===== config.mk =====
export PLATFORM = sky130hd
export DESIGN_NAME = rv_decode_top
export DESIGN_NICKNAME = d
export VERILOG_FILES = /design/src/logic/rv_decode_pkg.sv /design/src/logic/rv_opcode_decoder.sv /design/src/logic/rv_imm_gen.sv /design/src/logic/rv_decode_reg.sv /design/src/logic/rv_decode_top.sv
export SDC_FILE = /design/constraint.sdc
export NUM_CORES = 1
export LEC_CHECK = 0
export BUFFER_PORTS_ARGS = -buffer_cell sky130_fd_sc_hd__buf_2
export CORE_MARGIN = 4
export CORE_UTILIZATION = 30
export DETAILED_ROUTE_END_ITERATION = 6
export GPL_TIMING_DRIVEN = 0
export HOLD_SLACK_MARGIN = 0.06
export SLEW_MARGIN = 20
export SYNTH_ARGS = -nofsm -noshare
export SYNTH_HDL_FRONTEND = slang
export SYNTH_SLANG_ARGS = --single-unit

===== constraint.sdc =====
create_clock -name i_clk -period 2.35 [get_ports i_clk]
set_input_delay 0.235 -clock i_clk [delete_from_list [all_inputs] [get_ports i_clk]]
set_output_delay 0.235 -clock i_clk [all_outputs]
set_load 0.1 [all_outputs]

===== src/logic/rv_decode_pkg.sv =====
//****************************************************************************
// Shared widths, RV32I opcode and funct encodings, and the select enums
// used by the decode stage. Modules import it inside their body.
//****************************************************************************
`default_nettype none

package rv_decode_pkg;

  localparam int xlen = 32;

  typedef logic [31:0]     instr_t;
  typedef logic [xlen-1:0] word_t;
  typedef logic [4:0]      reg_addr_t;

  // major opcodes
  localparam logic [6:0] opc_op     = 7'b0110011;
  localparam logic [6:0] opc_op_imm = 7'b0010011;
  localparam logic [6:0] opc_lui    = 7'b0110111;
  localparam logic [6:0] opc_auipc  = 7'b0010111;
  localparam logic [6:0] opc_branch = 7'b1100011;
  localparam logic [6:0] opc_jal    = 7'b1101111;
  localparam logic [6:0] opc_jalr   = 7'b1100111;
  localparam logic [6:0] opc_load   = 7'b0000011;
  localparam logic [6:0] opc_store  = 7'b0100011;

  // alu funct3, shared by OP and OP-IMM
  localparam logic [2:0] f3_add_sub = 3'b000;
  localparam logic [2:0] f3_sll     = 3'b001;
  localparam logic [2:0] f3_slt     = 3'b010;
  localparam logic [2:0] f3_sltu    = 3'b011;
  localparam logic [2:0] f3_xor     = 3'b100;
  localparam logic [2:0] f3_srl_sra = 3'b101;
  localparam logic [2:0] f3_or      = 3'b110;
  localparam logic [2:0] f3_and     = 3'b111;

  localparam logic [6:0] f7_base    = 7'b0000000;
  localparam logic [6:0] f7_alt     = 7'b0100000; // sub, sra, srai

  // branch funct3
  localparam logic [2:0] f3_beq     = 3'b000;
  localparam logic [2:0] f3_bne     = 3'b001;
  localparam logic [2:0] f3_blt     = 3'b100;
  localparam logic [2:0] f3_bge     = 3'b101;
  localparam logic [2:0] f3_bltu    = 3'b110;
  localparam logic [2:0] f3_bgeu    = 3'b111;
  localparam logic [2:0] f3_jalr    = 3'b000;

  // memory funct3, low two bits give the access size
  localparam logic [2:0] f3_lb      = 3'b000;
  localparam logic [2:0] f3_lh      = 3'b001;
  localparam logic [2:0] f3_lw      = 3'b010;
  localparam logic [2:0] f3_lbu     = 3'b100;
  localparam logic [2:0] f3_lhu     = 3'b101;
  localparam logic [2:0] f3_sb      = 3'b000;
  localparam logic [2:0] f3_sh      = 3'b001;
  localparam logic [2:0] f3_sw      = 3'b010;

  typedef enum logic [2:0] {
    fmt_r, fmt_i, fmt_s, fmt_b, fmt_u, fmt_j
  } instr_fmt_e;

  typedef enum logic [3:0] {
    alu_nop, alu_add, alu_sub, alu_and, alu_or, alu_xor,
    alu_slt, alu_sltu, alu_sll, alu_srl, alu_sra, alu_cpb
  } alu_op_e;

  typedef enum logic [1:0] {
    opa_none, opa_rf, opa_pc
  } opa_sel_e;

  typedef enum logic [1:0] {
    opb_none, opb_rf, opb_imm
  } opb_sel_e;

  typedef enum logic [3:0] {
    br_none, br_beq, br_bne, br_blt, br_bge, br_bltu, br_bgeu, br_jal, br_jalr
  } br_sel_e;

  typedef enum logic [1:0] {
    wb_none, wb_alu, wb_pc, wb_dmem
  } wb_sel_e;

  typedef enum logic [1:0] {
    be_none, be_byte, be_half, be_word
  } be_sel_e;

endpackage

`default_nettype wire


===== src/logic/rv_opcode_decoder.sv =====
//****************************************************************************
// Combinational RV32I control decoder. Any encoding outside the base set
// raises o_illegal and leaves every control at none/zero.
//****************************************************************************
`default_nettype none

module rv_opcode_decoder (
  input  wire rv_decode_pkg::instr_t i_instr,
  output rv_decode_pkg::instr_fmt_e  o_fmt,
  output rv_decode_pkg::alu_op_e     o_alu_op,
  output rv_decode_pkg::opa_sel_e    o_opa_sel,
  output rv_decode_pkg::opb_sel_e    o_opb_sel,
  output rv_decode_pkg::br_sel_e     o_br_sel,
  output rv_decode_pkg::wb_sel_e     o_wb_sel,
  output rv_decode_pkg::be_sel_e     o_be_sel,
  output logic                       o_rs2_used,
  output logic                       o_dmem_rd,
  output logic                       o_dmem_wr,
  output logic                       o_dmem_sext,
  output logic                       o_en_wb,
  output logic                       o_cond_branch,
  output logic                       o_jump_reg,
  output logic                       o_illegal
);
  import rv_decode_pkg::*;

  logic [6:0] opcode;
  logic [2:0] funct3;
  logic [6:0] funct7;

  assign opcode = i_instr[6:0];
  assign funct3 = i_instr[14:12];
  assign funct7 = i_instr[31:25];

  function automatic alu_op_e alu_of_funct(input logic [2:0] f3, input logic alt);
    alu_op_e op;
    case (f3)
      f3_add_sub: op = alt ? alu_sub : alu_add;
      f3_sll:     op = alu_sll;
      f3_slt:     op = alu_slt;
      f3_sltu:    op = alu_sltu;
      f3_xor:     op = alu_xor;
      f3_srl_sra: op = alt ? alu_sra : alu_srl;
      f3_or:      op = alu_or;
      default:    op = alu_and;
    endcase
    return op;
  endfunction

  always_comb begin
    o_fmt       = fmt_r;
    o_alu_op    = alu_nop;
    o_opa_sel   = opa_none;
    o_opb_sel   = opb_none;
    o_br_sel    = br_none;
    o_wb_sel    = wb_none;
    o_be_sel    = be_none;
    o_rs2_used  = 1'b0;
    o_dmem_rd   = 1'b0;
    o_dmem_wr   = 1'b0;
    o_dmem_sext = 1'b0;
    o_illegal   = 1'b0;
    case (opcode)
      opc_op: begin
        if (funct7 == f7_base ||
            (funct7 == f7_alt && (funct3 == f3_add_sub || funct3 == f3_srl_sra))) begin
          o_alu_op   = alu_of_funct(funct3, funct7[5]);
          o_opa_sel  = opa_rf;
          o_opb_sel  = opb_rf;
          o_wb_sel   = wb_alu;
          o_rs2_used = 1'b1;
        end else begin
          o_illegal = 1'b1;
        end
      end
      opc_op_imm: begin
        if ((funct3 == f3_sll && funct7 != f7_base) ||
            (funct3 == f3_srl_sra && funct7 != f7_base && funct7 != f7_alt)) begin
          o_illegal = 1'b1; // bad shift funct7
        end else begin
          o_fmt     = fmt_i;
          o_alu_op  = alu_of_funct(funct3, funct3 == f3_srl_sra && funct7 == f7_alt);
          o_opa_sel = opa_rf;
          o_opb_sel = opb_imm;
          o_wb_sel  = wb_alu;
        end
      end
      opc_lui, opc_auipc: begin
        o_fmt     = fmt_u;
        o_alu_op  = (opcode == opc_lui) ? alu_cpb : alu_add;
        o_opa_sel = (opcode == opc_lui) ? opa_rf : opa_pc;
        o_opb_sel = opb_imm;
        o_wb_sel  = wb_alu;
      end
      opc_branch: begin
        case (funct3)
          f3_beq:  o_br_sel = br_beq;
          f3_bne:  o_br_sel = br_bne;
          f3_blt:  o_br_sel = br_blt;
          f3_bge:  o_br_sel = br_bge;
          f3_bltu: o_br_sel = br_bltu;
          f3_bgeu: o_br_sel = br_bgeu;
          default: o_illegal = 1'b1;
        endcase
        if (o_br_sel != br_none) begin
          o_fmt      = fmt_b;
          o_alu_op   = alu_add; // compare path
          o_opa_sel  = opa_rf;
          o_opb_sel  = opb_rf;
          o_rs2_used = 1'b1;
        end
      end
      opc_jal: begin
        o_fmt    = fmt_j;
        o_br_sel = br_jal;
        o_wb_sel = wb_pc;         // link address
      end
      opc_jalr: begin
        if (funct3 == f3_jalr) begin
          o_fmt     = fmt_i;
          o_br_sel  = br_jalr;
          o_alu_op  = alu_add;    // target = rs1 + imm
          o_opa_sel = opa_rf;
          o_opb_sel = opb_imm;
          o_wb_sel  = wb_pc;
        end else begin
          o_illegal = 1'b1;
        end
      end
      opc_load, opc_store: begin
        if ((opcode == opc_load && funct3 inside {f3_lb, f3_lh, f3_lw, f3_lbu, f3_lhu}) ||
            (opcode == opc_store && funct3 inside {f3_sb, f3_sh, f3_sw})) begin
          o_fmt       = (opcode == opc_load) ? fmt_i : fmt_s;
          o_alu_op    = alu_add;  // address = rs1 + imm
          o_opa_sel   = opa_rf;
          o_opb_sel   = opb_imm;
          o_be_sel    = (funct3[1:0] == 2'b00) ? be_byte :
                        (funct3[1:0] == 2'b01) ? be_half : be_word;
          o_dmem_sext = ~funct3[2]; // lbu and lhu zero-extend
          o_dmem_rd   = (opcode == opc_load);
          o_dmem_wr   = (opcode == opc_store);
          o_rs2_used  = (opcode == opc_store);
          o_wb_sel    = (opcode == opc_load) ? wb_dmem : wb_none;
        end else begin
          o_illegal = 1'b1;
        end
      end
      default: o_illegal = 1'b1;
    endcase
  end

  assign o_en_wb       = (o_wb_sel != wb_none);
  assign o_cond_branch = o_br_sel inside {br_beq, br_bne, br_blt, br_bge, br_bltu, br_bgeu};
  assign o_jump_reg    = (o_br_sel == br_jalr);

  // a trapped encoding must not touch memory or the register file
  a_illegal_inert: assert final (!o_illegal || !(o_en_wb || o_dmem_rd || o_dmem_wr));

endmodule

`default_nettype wire


===== src/logic/rv_imm_gen.sv =====
//****************************************************************************
// Immediate generator. Gathers the immediate bits for the decoded format
// and sign-extends from instruction bit 31.
//****************************************************************************
`default_nettype none

module rv_imm_gen (
  input  wire rv_decode_pkg::instr_t     i_instr,
  input  wire rv_decode_pkg::instr_fmt_e i_fmt,
  output rv_decode_pkg::word_t           o_imm
);
  import rv_decode_pkg::*;

  logic sign;

  assign sign = i_instr[31];

  always_comb begin
    case (i_fmt)
      fmt_i: o_imm = {{20{sign}}, i_instr[31:20]};
      fmt_s: o_imm = {{20{sign}}, i_instr[31:25], i_instr[11:7]};
      fmt_b: begin
        o_imm = {{19{sign}}, i_instr[31], i_instr[7], i_instr[30:25],
                 i_instr[11:8], 1'b0};          // halfword aligned
      end
      fmt_u: o_imm = {i_instr[31:12], 12'b0};   // upper 20 bits, low bits zero
      fmt_j: begin
        o_imm = {{11{sign}}, i_instr[31], i_instr[19:12], i_instr[20],
                 i_instr[30:21], 1'b0};
      end
      default: o_imm = '0;                      // r format carries none
    endcase
  end

endmodule

`default_nettype wire


===== src/logic/rv_decode_reg.sv =====
//****************************************************************************
// Output register of the decode stage with a valid/ready handshake.
// Loads one record per accept and holds it while the consumer stalls.
//****************************************************************************
`default_nettype none

module rv_decode_reg (
  input  wire                         i_clk,
  input  wire                         i_rst,
  input  wire                         i_valid,
  output logic                        o_ready,
  input  wire rv_decode_pkg::instr_t  i_instr,
  input  wire rv_decode_pkg::word_t   i_imm,
  input  wire rv_decode_pkg::alu_op_e i_alu_op,
  input  wire rv_decode_pkg::opa_sel_e i_opa_sel,
  input  wire rv_decode_pkg::opb_sel_e i_opb_sel,
  input  wire rv_decode_pkg::br_sel_e i_br_sel,
  input  wire rv_decode_pkg::wb_sel_e i_wb_sel,
  input  wire rv_decode_pkg::be_sel_e i_be_sel,
  input  wire                         i_rs2_used,
  input  wire                         i_dmem_rd,
  input  wire                         i_dmem_wr,
  input  wire                         i_dmem_sext,
  input  wire                         i_en_wb,
  input  wire                         i_cond_branch,
  input  wire                         i_jump_reg,
  input  wire                         i_illegal,
  output logic                        o_valid,
  input  wire                         i_ready,
  output rv_decode_pkg::reg_addr_t    o_rd,
  output rv_decode_pkg::reg_addr_t    o_rs1,
  output rv_decode_pkg::reg_addr_t    o_rs2,
  output rv_decode_pkg::word_t        o_imm,
  output rv_decode_pkg::alu_op_e      o_alu_op,
  output rv_decode_pkg::opa_sel_e     o_opa_sel,
  output rv_decode_pkg::opb_sel_e     o_opb_sel,
  output rv_decode_pkg::br_sel_e      o_br_sel,
  output rv_decode_pkg::wb_sel_e      o_wb_sel,
  output rv_decode_pkg::be_sel_e      o_be_sel,
  output logic                        o_rs2_used,
  output logic                        o_dmem_rd,
  output logic                        o_dmem_wr,
  output logic                        o_dmem_sext,
  output logic                        o_en_wb,
  output logic                        o_cond_branch,
  output logic                        o_jump_reg,
  output logic                        o_illegal
);
  import rv_decode_pkg::*;

  logic accept;

  assign o_ready = ~o_valid | i_ready;  // empty, or drained this cycle
  assign accept  = i_valid & o_ready;

  always_ff @(posedge i_clk) begin
    if (i_rst) begin
      o_valid       <= 1'b0;
      o_rd          <= '0;
      o_rs1         <= '0;
      o_rs2         <= '0;
      o_imm         <= '0;
      o_alu_op      <= alu_nop;
      o_opa_sel     <= opa_none;
      o_opb_sel     <= opb_none;
      o_br_sel      <= br_none;
      o_wb_sel      <= wb_none;
      o_be_sel      <= be_none;
      o_rs2_used    <= 1'b0;
      o_dmem_rd     <= 1'b0;
      o_dmem_wr     <= 1'b0;
      o_dmem_sext   <= 1'b0;
      o_en_wb       <= 1'b0;
      o_cond_branch <= 1'b0;
      o_jump_reg    <= 1'b0;
      o_illegal     <= 1'b0;
    end else begin
      if (o_ready) begin
        o_valid <= i_valid;              // refill or go empty
      end
      if (accept) begin
        o_rd          <= i_instr[11:7];
        o_rs1         <= i_instr[19:15];
        o_rs2         <= i_instr[24:20];
        o_imm         <= i_imm;
        o_alu_op      <= i_alu_op;
        o_opa_sel     <= i_opa_sel;
        o_opb_sel     <= i_opb_sel;
        o_br_sel      <= i_br_sel;
        o_wb_sel      <= i_wb_sel;
        o_be_sel      <= i_be_sel;
        o_rs2_used    <= i_rs2_used;
        o_dmem_rd     <= i_dmem_rd;
        o_dmem_wr     <= i_dmem_wr;
        o_dmem_sext   <= i_dmem_sext;
        o_en_wb       <= i_en_wb;
        o_cond_branch <= i_cond_branch;
        o_jump_reg    <= i_jump_reg;
        o_illegal     <= i_illegal;
      end
    end
  end

  // a stalled record stays put until the consumer takes it
  a_hold_stable: assert property (@(posedge i_clk) disable iff (i_rst)
    o_valid && !i_ready |=> o_valid && $stable({o_rd, o_rs1, o_rs2, o_imm, o_alu_op,
      o_opa_sel, o_opb_sel, o_br_sel, o_wb_sel, o_be_sel, o_rs2_used, o_dmem_rd,
      o_dmem_wr, o_dmem_sext, o_en_wb, o_cond_branch, o_jump_reg, o_illegal}));

  a_empty_after_rst: assert property (@(posedge i_clk) i_rst |=> !o_valid);

endmodule

`default_nettype wire


===== src/logic/rv_decode_top.sv =====
//****************************************************************************
// RV32I decode stage. Decoder and immediate generator feed the output
// register, so a record appears one cycle after its instruction is accepted.
//****************************************************************************
`default_nettype none

module rv_decode_top (
  input  wire                        i_clk,
  input  wire                        i_rst,
  input  wire                        i_valid,
  output logic                       o_ready,
  input  wire rv_decode_pkg::instr_t i_instr,
  output logic                       o_valid,
  input  wire                        i_ready,
  output rv_decode_pkg::reg_addr_t   o_rd,
  output rv_decode_pkg::reg_addr_t   o_rs1,
  output rv_decode_pkg::reg_addr_t   o_rs2,
  output rv_decode_pkg::word_t       o_imm,
  output rv_decode_pkg::alu_op_e     o_alu_op,
  output rv_decode_pkg::opa_sel_e    o_opa_sel,
  output rv_decode_pkg::opb_sel_e    o_opb_sel,
  output rv_decode_pkg::br_sel_e     o_br_sel,
  output rv_decode_pkg::wb_sel_e     o_wb_sel,
  output rv_decode_pkg::be_sel_e     o_be_sel,
  output logic                       o_rs2_used,
  output logic                       o_dmem_rd,
  output logic                       o_dmem_wr,
  output logic                       o_dmem_sext,
  output logic                       o_en_wb,
  output logic                       o_cond_branch,
  output logic                       o_jump_reg,
  output logic                       o_illegal
);
  import rv_decode_pkg::*;

  instr_fmt_e dec_fmt;
  alu_op_e    dec_alu_op;
  opa_sel_e   dec_opa_sel;
  opb_sel_e   dec_opb_sel;
  br_sel_e    dec_br_sel;
  wb_sel_e    dec_wb_sel;
  be_sel_e    dec_be_sel;
  logic       dec_rs2_used;
  logic       dec_dmem_rd;
  logic       dec_dmem_wr;
  logic       dec_dmem_sext;
  logic       dec_en_wb;
  logic       dec_cond_branch;
  logic       dec_jump_reg;
  logic       dec_illegal;
  word_t      dec_imm;

  rv_opcode_decoder u_decoder (
    .i_instr       (i_instr),
    .o_fmt         (dec_fmt),
    .o_alu_op      (dec_alu_op),
    .o_opa_sel     (dec_opa_sel),
    .o_opb_sel     (dec_opb_sel),
    .o_br_sel      (dec_br_sel),
    .o_wb_sel      (dec_wb_sel),
    .o_be_sel      (dec_be_sel),
    .o_rs2_used    (dec_rs2_used),
    .o_dmem_rd     (dec_dmem_rd),
    .o_dmem_wr     (dec_dmem_wr),
    .o_dmem_sext   (dec_dmem_sext),
    .o_en_wb       (dec_en_wb),
    .o_cond_branch (dec_cond_branch),
    .o_jump_reg    (dec_jump_reg),
    .o_illegal     (dec_illegal)
  );

  rv_imm_gen u_imm_gen (
    .i_instr (i_instr),
    .i_fmt   (dec_fmt),
    .o_imm   (dec_imm)
  );

  // handshake and record outputs share names with the top ports
  rv_decode_reg u_out_reg (
    .i_imm         (dec_imm),
    .i_alu_op      (dec_alu_op),
    .i_opa_sel     (dec_opa_sel),
    .i_opb_sel     (dec_opb_sel),
    .i_br_sel      (dec_br_sel),
    .i_wb_sel      (dec_wb_sel),
    .i_be_sel      (dec_be_sel),
    .i_rs2_used    (dec_rs2_used),
    .i_dmem_rd     (dec_dmem_rd),
    .i_dmem_wr     (dec_dmem_wr),
    .i_dmem_sext   (dec_dmem_sext),
    .i_en_wb       (dec_en_wb),
    .i_cond_branch (dec_cond_branch),
    .i_jump_reg    (dec_jump_reg),
    .i_illegal     (dec_illegal),
    .*
  );

endmodule

`default_nettype wire


; ---- Word level (Yosys, flattened, before mapping)
; Cells that the tools add are included.
[op_classes]
n_mux = 57
bitwise_logic = 4
eq_ne = 31
reduce_logical = 24
[ops]
columns = cell, count
row1 = case mux 32 bit (5 select lines), 1
row2 = case mux 4 bit (7 select lines), 2
row3 = case mux 2 bit (6 select lines), 3
row4 = case mux 3 bit (6 select lines), 2
row5 = 2-to-1 mux 2 bit, 15
row6 = equality test 7 x 6 -> 1 bit (second input constant), 4
row7 = 2-to-1 mux 1 bit, 24
row8 = case mux 4 bit (6 select lines), 1
row9 = equality test 7 bit (second input constant), 3
row10 = 2-to-1 mux 4 bit, 5
row11 = equality test 3 bit (second input constant), 6
row12 = equality test 7 x 5 -> 1 bit (second input constant), 2
row13 = equality test 3 x 2 -> 1 bit (second input constant), 4
row14 = equality test 4 x 3 -> 1 bit (second input constant), 3
row15 = case mux 4 bit (3 select lines), 1
row16 = equality test 4 x 2 -> 1 bit (second input constant), 2
row17 = equality test 7 x 2 -> 1 bit (second input constant), 1
row18 = logical AND 1 bit, 7
row19 = logical NOT 7 bit, 1
row20 = != test 7 x 6 -> 1 bit (second input constant), 1
row21 = nonzero test 7 bit, 1
row22 = equality test 3 x 1 -> 1 bit (second input constant), 2
row23 = case mux 1 bit (6 select lines), 1
row24 = nonzero test 6 bit, 1
row25 = other kinds (18), 23
[totals]
inputBits = 36
output_inout_bits = 73
ff_bits = 72
wordCells = 135

; ---- Longest topological paths before layout
[logic_depth]
ltp_word = 8
depth_mapped = 9
depth_no_buf = 6

; ---- By module
; A second synthesis with hierarchy kept.
[unflattened]
cells_unflattened = 502
hier_area_um2 = 4802.1
[by_module_without_submodules]
columns = mod, n_inst, cells_per_inst, seq_area_each_um2, area_per_inst_um2
row1 = rv_decode_reg, 1, 328, 1441.4, 3787.4
row2 = rv_opcode_decoder, 1, 108, 0.0, 624.3
row3 = rv_imm_gen, 1, 66, 0.0, 390.4

; ---- Least setup slack after synthesis
; OpenSTA, ideal clock, no wires.
[synth_timing]
path_kind = register -> register
from = register u_out_reg.o_valid
to = register u_out_reg.o_dmem_rd
path_stages_with_launch = 8
setup_ps = 128
n_path_buf = 2
period_less_slack_ps = 3116
t_arrival_ps = 2988
setup_slack_ps = -766
required_time_ps = 2222
cell_sequence = dfxtp_1 > nand2b_1 > nand2_1 > clkbuf_1 > clkbuf_1 > nor2_1 > a21oi_1 > nor2_1
[synth_via]
elab_chain_len = 3
[synth_lines]
columns = item, line
row1 = "start, declared", rv_decode_reg.sv:28  ; output logic o_valid,
row2 = "start signal, assigned", rv_decode_reg.sv:79  ; o_valid <= i_valid;
row3 = inverter 1 bit, rv_decode_reg.sv:53  ; assign o_ready = ~o_valid | i_ready;
row4 = OR 1 bit, rv_decode_reg.sv:53
row5 = via o_ready, rv_decode_top.sv:11  ; output logic o_ready,
row6 = bitwise AND 1 bit, rv_decode_reg.sv:54  ; assign accept = i_valid & o_ready;
row7 = "end signal, assigned", rv_decode_reg.sv:93  ; o_dmem_rd <= i_dmem_rd;
row8 = "end, declared", rv_decode_reg.sv:41  ; output logic o_dmem_rd,
; The timed path passes the listed nets, and every way through them passes these cells.
; A chain may end at the register's enable or synchronous reset.

; ---- Worst setup path after layout
[layout_timing]
from = input i_instr[26]
to = register u_out_reg.o_imm[20]
[layout_via]
elab_chain_len = 8
word_cells_on_any_way = 14
classes_between = eq/ne: 6 / mux: 3 / reduce/logical: 5
[layout_lines]
columns = item, line
row1 = "start, declared", rv_decode_top.sv:12  ; input wire rv_decode_pkg::instr_t i_instr,
row2 = nonzero test 7 bit, "rv_opcode_decoder.sv:77, rv_opcode_decoder.sv:78"
row3 = logical AND 1 bit (2 in series), rv_opcode_decoder.sv:78  ; (funct3 == f3_srl_sra && funct7 != f7_base && funct7 != f7_alt)) begin
row4 = logical OR 1 bit (*), rv_opcode_decoder.sv:77  ; if ((funct3 == f3_sll && funct7 != f7_base) ||
row5 = 2-to-1 mux 1 bit (*), rv_opcode_decoder.sv:77
row6 = case mux 3 bit (6 select lines) (*), rv_opcode_decoder.sv:63  ; case (opcode)
row7 = "equality test 3 bit, or another cell as far along", rv_imm_gen.sv:19  ; case (i_fmt)
row8 = case mux 32 bit (5 select lines) (*), rv_imm_gen.sv:19
row9 = "end signal, assigned", rv_decode_reg.sv:85  ; o_imm <= i_imm;
row10 = "end, declared", rv_decode_reg.sv:33  ; output rv_decode_pkg::word_t o_imm,
; Every way passes the cells marked *; elsewhere a longest branch is shown, timed or not.

==> run summary <==
Final Net Count: 562
Largest net degree at the start of global routing: 13
Antenna Cells: 0
Async SR Flop Fraction: 0
Cells after DPL: 652
Most frequent cells in the layout: buf_2 (106), nand2_1 (77), dfxtp_1 (71), nor2_1 (49), a21oi_1 (41)
Lkg Pwr: 1.86 nW
Via count: 3,363
Starting Density: 0.312
Antenna Nets Post-Route: 0
Final HPWL from detailed placement: 8.50 mm
Min-Delay Startpoint: i_valid
Io pins: 109
Reg clk slew, reported paths: 0.07 ns
Netlist cell types: 50
DP Area: 3950 sq um
Maxcap violations: 0
Final hold vios: 0
Syn Nets: 446
Routed WL: 11.0 mm
Initial DRC Count: 246
Yosys Warn Count: 0
Core area: 10,400 sq um
Synthesized instance count: 410
Synthesized area per cell: 7.93 sq um
Pwr per Cell Area: 735 nW/um^2
Sequential fraction of the synthesis area: 0.444
Worst Setup End Kind: flip-flop
Fin cells: 667
Worst flop-to-flop path endpoint: u_out_reg.o_alu_op[2]$_SDFFE_PP0P_
Relative slew slack: 0.504
Fin util: 0.407
Final Skew: 0.00552 ns
Routed met1 length: 5.15 mm
Detailed-route DRC error count: 0
Crit-path slowest cell: or4_4
R2R setup slack: 0.24 ns
Hold path endpoint: u_out_reg.o_valid$_SDFFE_PP0N_
FF-to-FF path depth: 7
Wire length per cell: 16.5 microns
Met3 WL: 697 microns
Gr usage total: 0.173
Worst Tran Pin Value: 0.736 ns
Setup CP Type: in2reg
Post-DR vias/cell: 5.04
Placer Congestion: 0.889
R2r startpoint: u_out_reg.o_valid$_SDFFE_PP0N_
Design area: 4240 sq um
Buf/Inv on CP: 2
Startpoint types: primary input
Peak VDD IR: 0.000503 V
Met2 routed WL: 5.03 mm
Root Driver: clkbuf_8
Maximum fanout along the worst path: 10
Clock sink count: 72
Clk Latency, worst-skew pair: 0.34 ns
GRT overflow: 0
CTS max path bufs: 2
Die ar.: 12,600 sq um
FMAX: 437 MHz
Share of post-route cells with drive strength above 1: 0.282
Largest register by flop count: u_out_reg.o_imm
Synth Register Bits: 72
Die width: 112 microns
Hold Path Class: in2reg
Initial antenna violation count: 0
Area Overhead vs Synth: 30.5%
CP Cell Sequence: buf_2 > or4_4 > o41a_1 > o311ai_4 > nor2b_2 > or3_4 > buf_6 > o21ai_2
Top_reg_cell synth: dfxtp_1
Final Max Slew Viols: 0
CP max stage delay: 0.55 ns
Die Ht: 112 microns
EDFF count, synth: 0
Worst EP required: 2.62 ns
Hold buffer count at CTS: 0
H-Tree Depth: 3
Minimum clock period: 2.29 ns
Max FFs per register: 32
First-pass iteration count of the detailed router: 4
Setup Viol. Count Final: 0
Global-route wire length before repair: 17.3 mm
Vias in the first global route: 3,258
Top Layer Used: met4
TritonCTS Buffers: 9
Num rows: 37
I/O Buffers: 106
Status: finished clean
Fin crit share: 0.974
Family with the most delay on the worst path: simple AND/OR/NAND/NOR gates
Hold path cells: 3
RSZ-0062 raised after global routing: false
CTS tree: built
Synthesized area: 3250 sq um
Commonest non-fill, non-tap cell in the layout: buf_2
WP data arrival: 2.56 ns
[where the power goes]
part           internal, mW  switching [mW]  leakage (nW)
combinational        0.0935           0.384          1.13
clock                 0.919           0.460         0.140
sequential             1.25          0.0150         0.585
total                  2.26           0.859          1.86
[cell usage after synthesis, types with 3 or more instances]
cell type  instances  share of area
o31ai_1            4         0.0092
a211oi_1           5          0.012
nand2b_1           6          0.012
clkbuf_1          27          0.031
nand2_1           77          0.089
nor3_1            12          0.018
o211ai_1           4         0.0092
a21oi_1           41          0.063
nor2b_1            3         0.0058
dfxtp_1           72           0.44
a311oi_1           3         0.0081
a22oi_1            4         0.0092
inv_1              7         0.0081
nand4_1            3         0.0058
nand3_1            4         0.0062
a22o_1             7          0.019
o21ai_0           24          0.037
nor2_1            49          0.057
o21ai_2           17          0.046
and3_1             4         0.0077
[how the worst max path moves through the flow]
stage	start	end	slack, ns	cells past startpoint
global route	i_instr[26]	u_out_reg.o_imm[0]$_SDFFE_PP0P_	0.004	8
global placement	i_instr[3]	u_out_reg.o_imm[2]$_SDFFE_PP0P_	-0.42	9
CTS	i_instr[3]	u_out_reg.o_imm[2]$_SDFFE_PP0P_	0.09	8
detailed placement	i_instr[3]	u_out_reg.o_imm[2]$_SDFFE_PP0P_	-0.45	9
floorplan	u_out_reg.o_valid$_SDFFE_PP0N_	u_out_reg.o_dmem_rd$_SDFFE_PP0P_	0.01	7
finish	i_instr[26]	u_out_reg.o_imm[20]$_SDFFE_PP0P_	0.06	8
[area by class of cell]
| type | count | area, sq um |
|---|---|---|
| Timing Repair Buffer | 108 | 546 |
| Clock inverter | 6 | 155 |
| Clock buffer | 10 | 128 |
| Fill cell | 1125 | 6170 |
| Sequential cell | 72 | 1440 |
| Multi-Input combinational cell | 300 | 1650 |
| Buffer | 28 | 120 |
| Inverter | 7 | 26.3 |
| Tap cell | 136 | 170 |
[routing by layer]
metal  up-vias  GRT usage
li1       1670          -
met1      1561      0.236
met2       118      0.274
met3        14     0.0394
met4         0     0.0505
met5         -          0
[logic make-up after synthesis]
group / after synthesis / share of synthesized area
AOI/OAI and AO/OA: 128 / 0.268
xor gates and xnor gates: 1 / 0.00270
buffers and inverters: 38 / 0.0485
DFF: 72 / 0.444
muxes: 1 / 0.00308
and+or+nand+nor: 170 / 0.234
[tightest hold or removal path, cell delays in order]
cell and delay (ns):
buf_2 0.11, inv_1 0.04, a21oi_1 0.05
[per-stage QoR]
| stage | hold slack (ns) | total power, mW | setup slack (ns) | setup TNS, ns |
|---|---|---|---|---|
| finish | 0.144 | 3.12 | 0.0616 | 0 |
| global route | 0.135 | 3.25 | 0.00391 | 0 |
| CTS | 0.129 | 3.14 | 0.0878 | 0 |
| detailed placement | 0.437 | 1.77 | -0.449 | -11.65 |
| global placement | 0.437 | 1.76 | -0.423 | -11.13 |
| floorplan | 0.357 | 1.64 | 0.0125 | 0 |
[repair_timing]
item / in CTS / in global routing
endpoints found under the setup margin: 20 / 21
setup buffers: 2 / 0
pin swaps: 1 / 0
resized for setup: 0 / 1
Power figures use the tool's default switching activity.
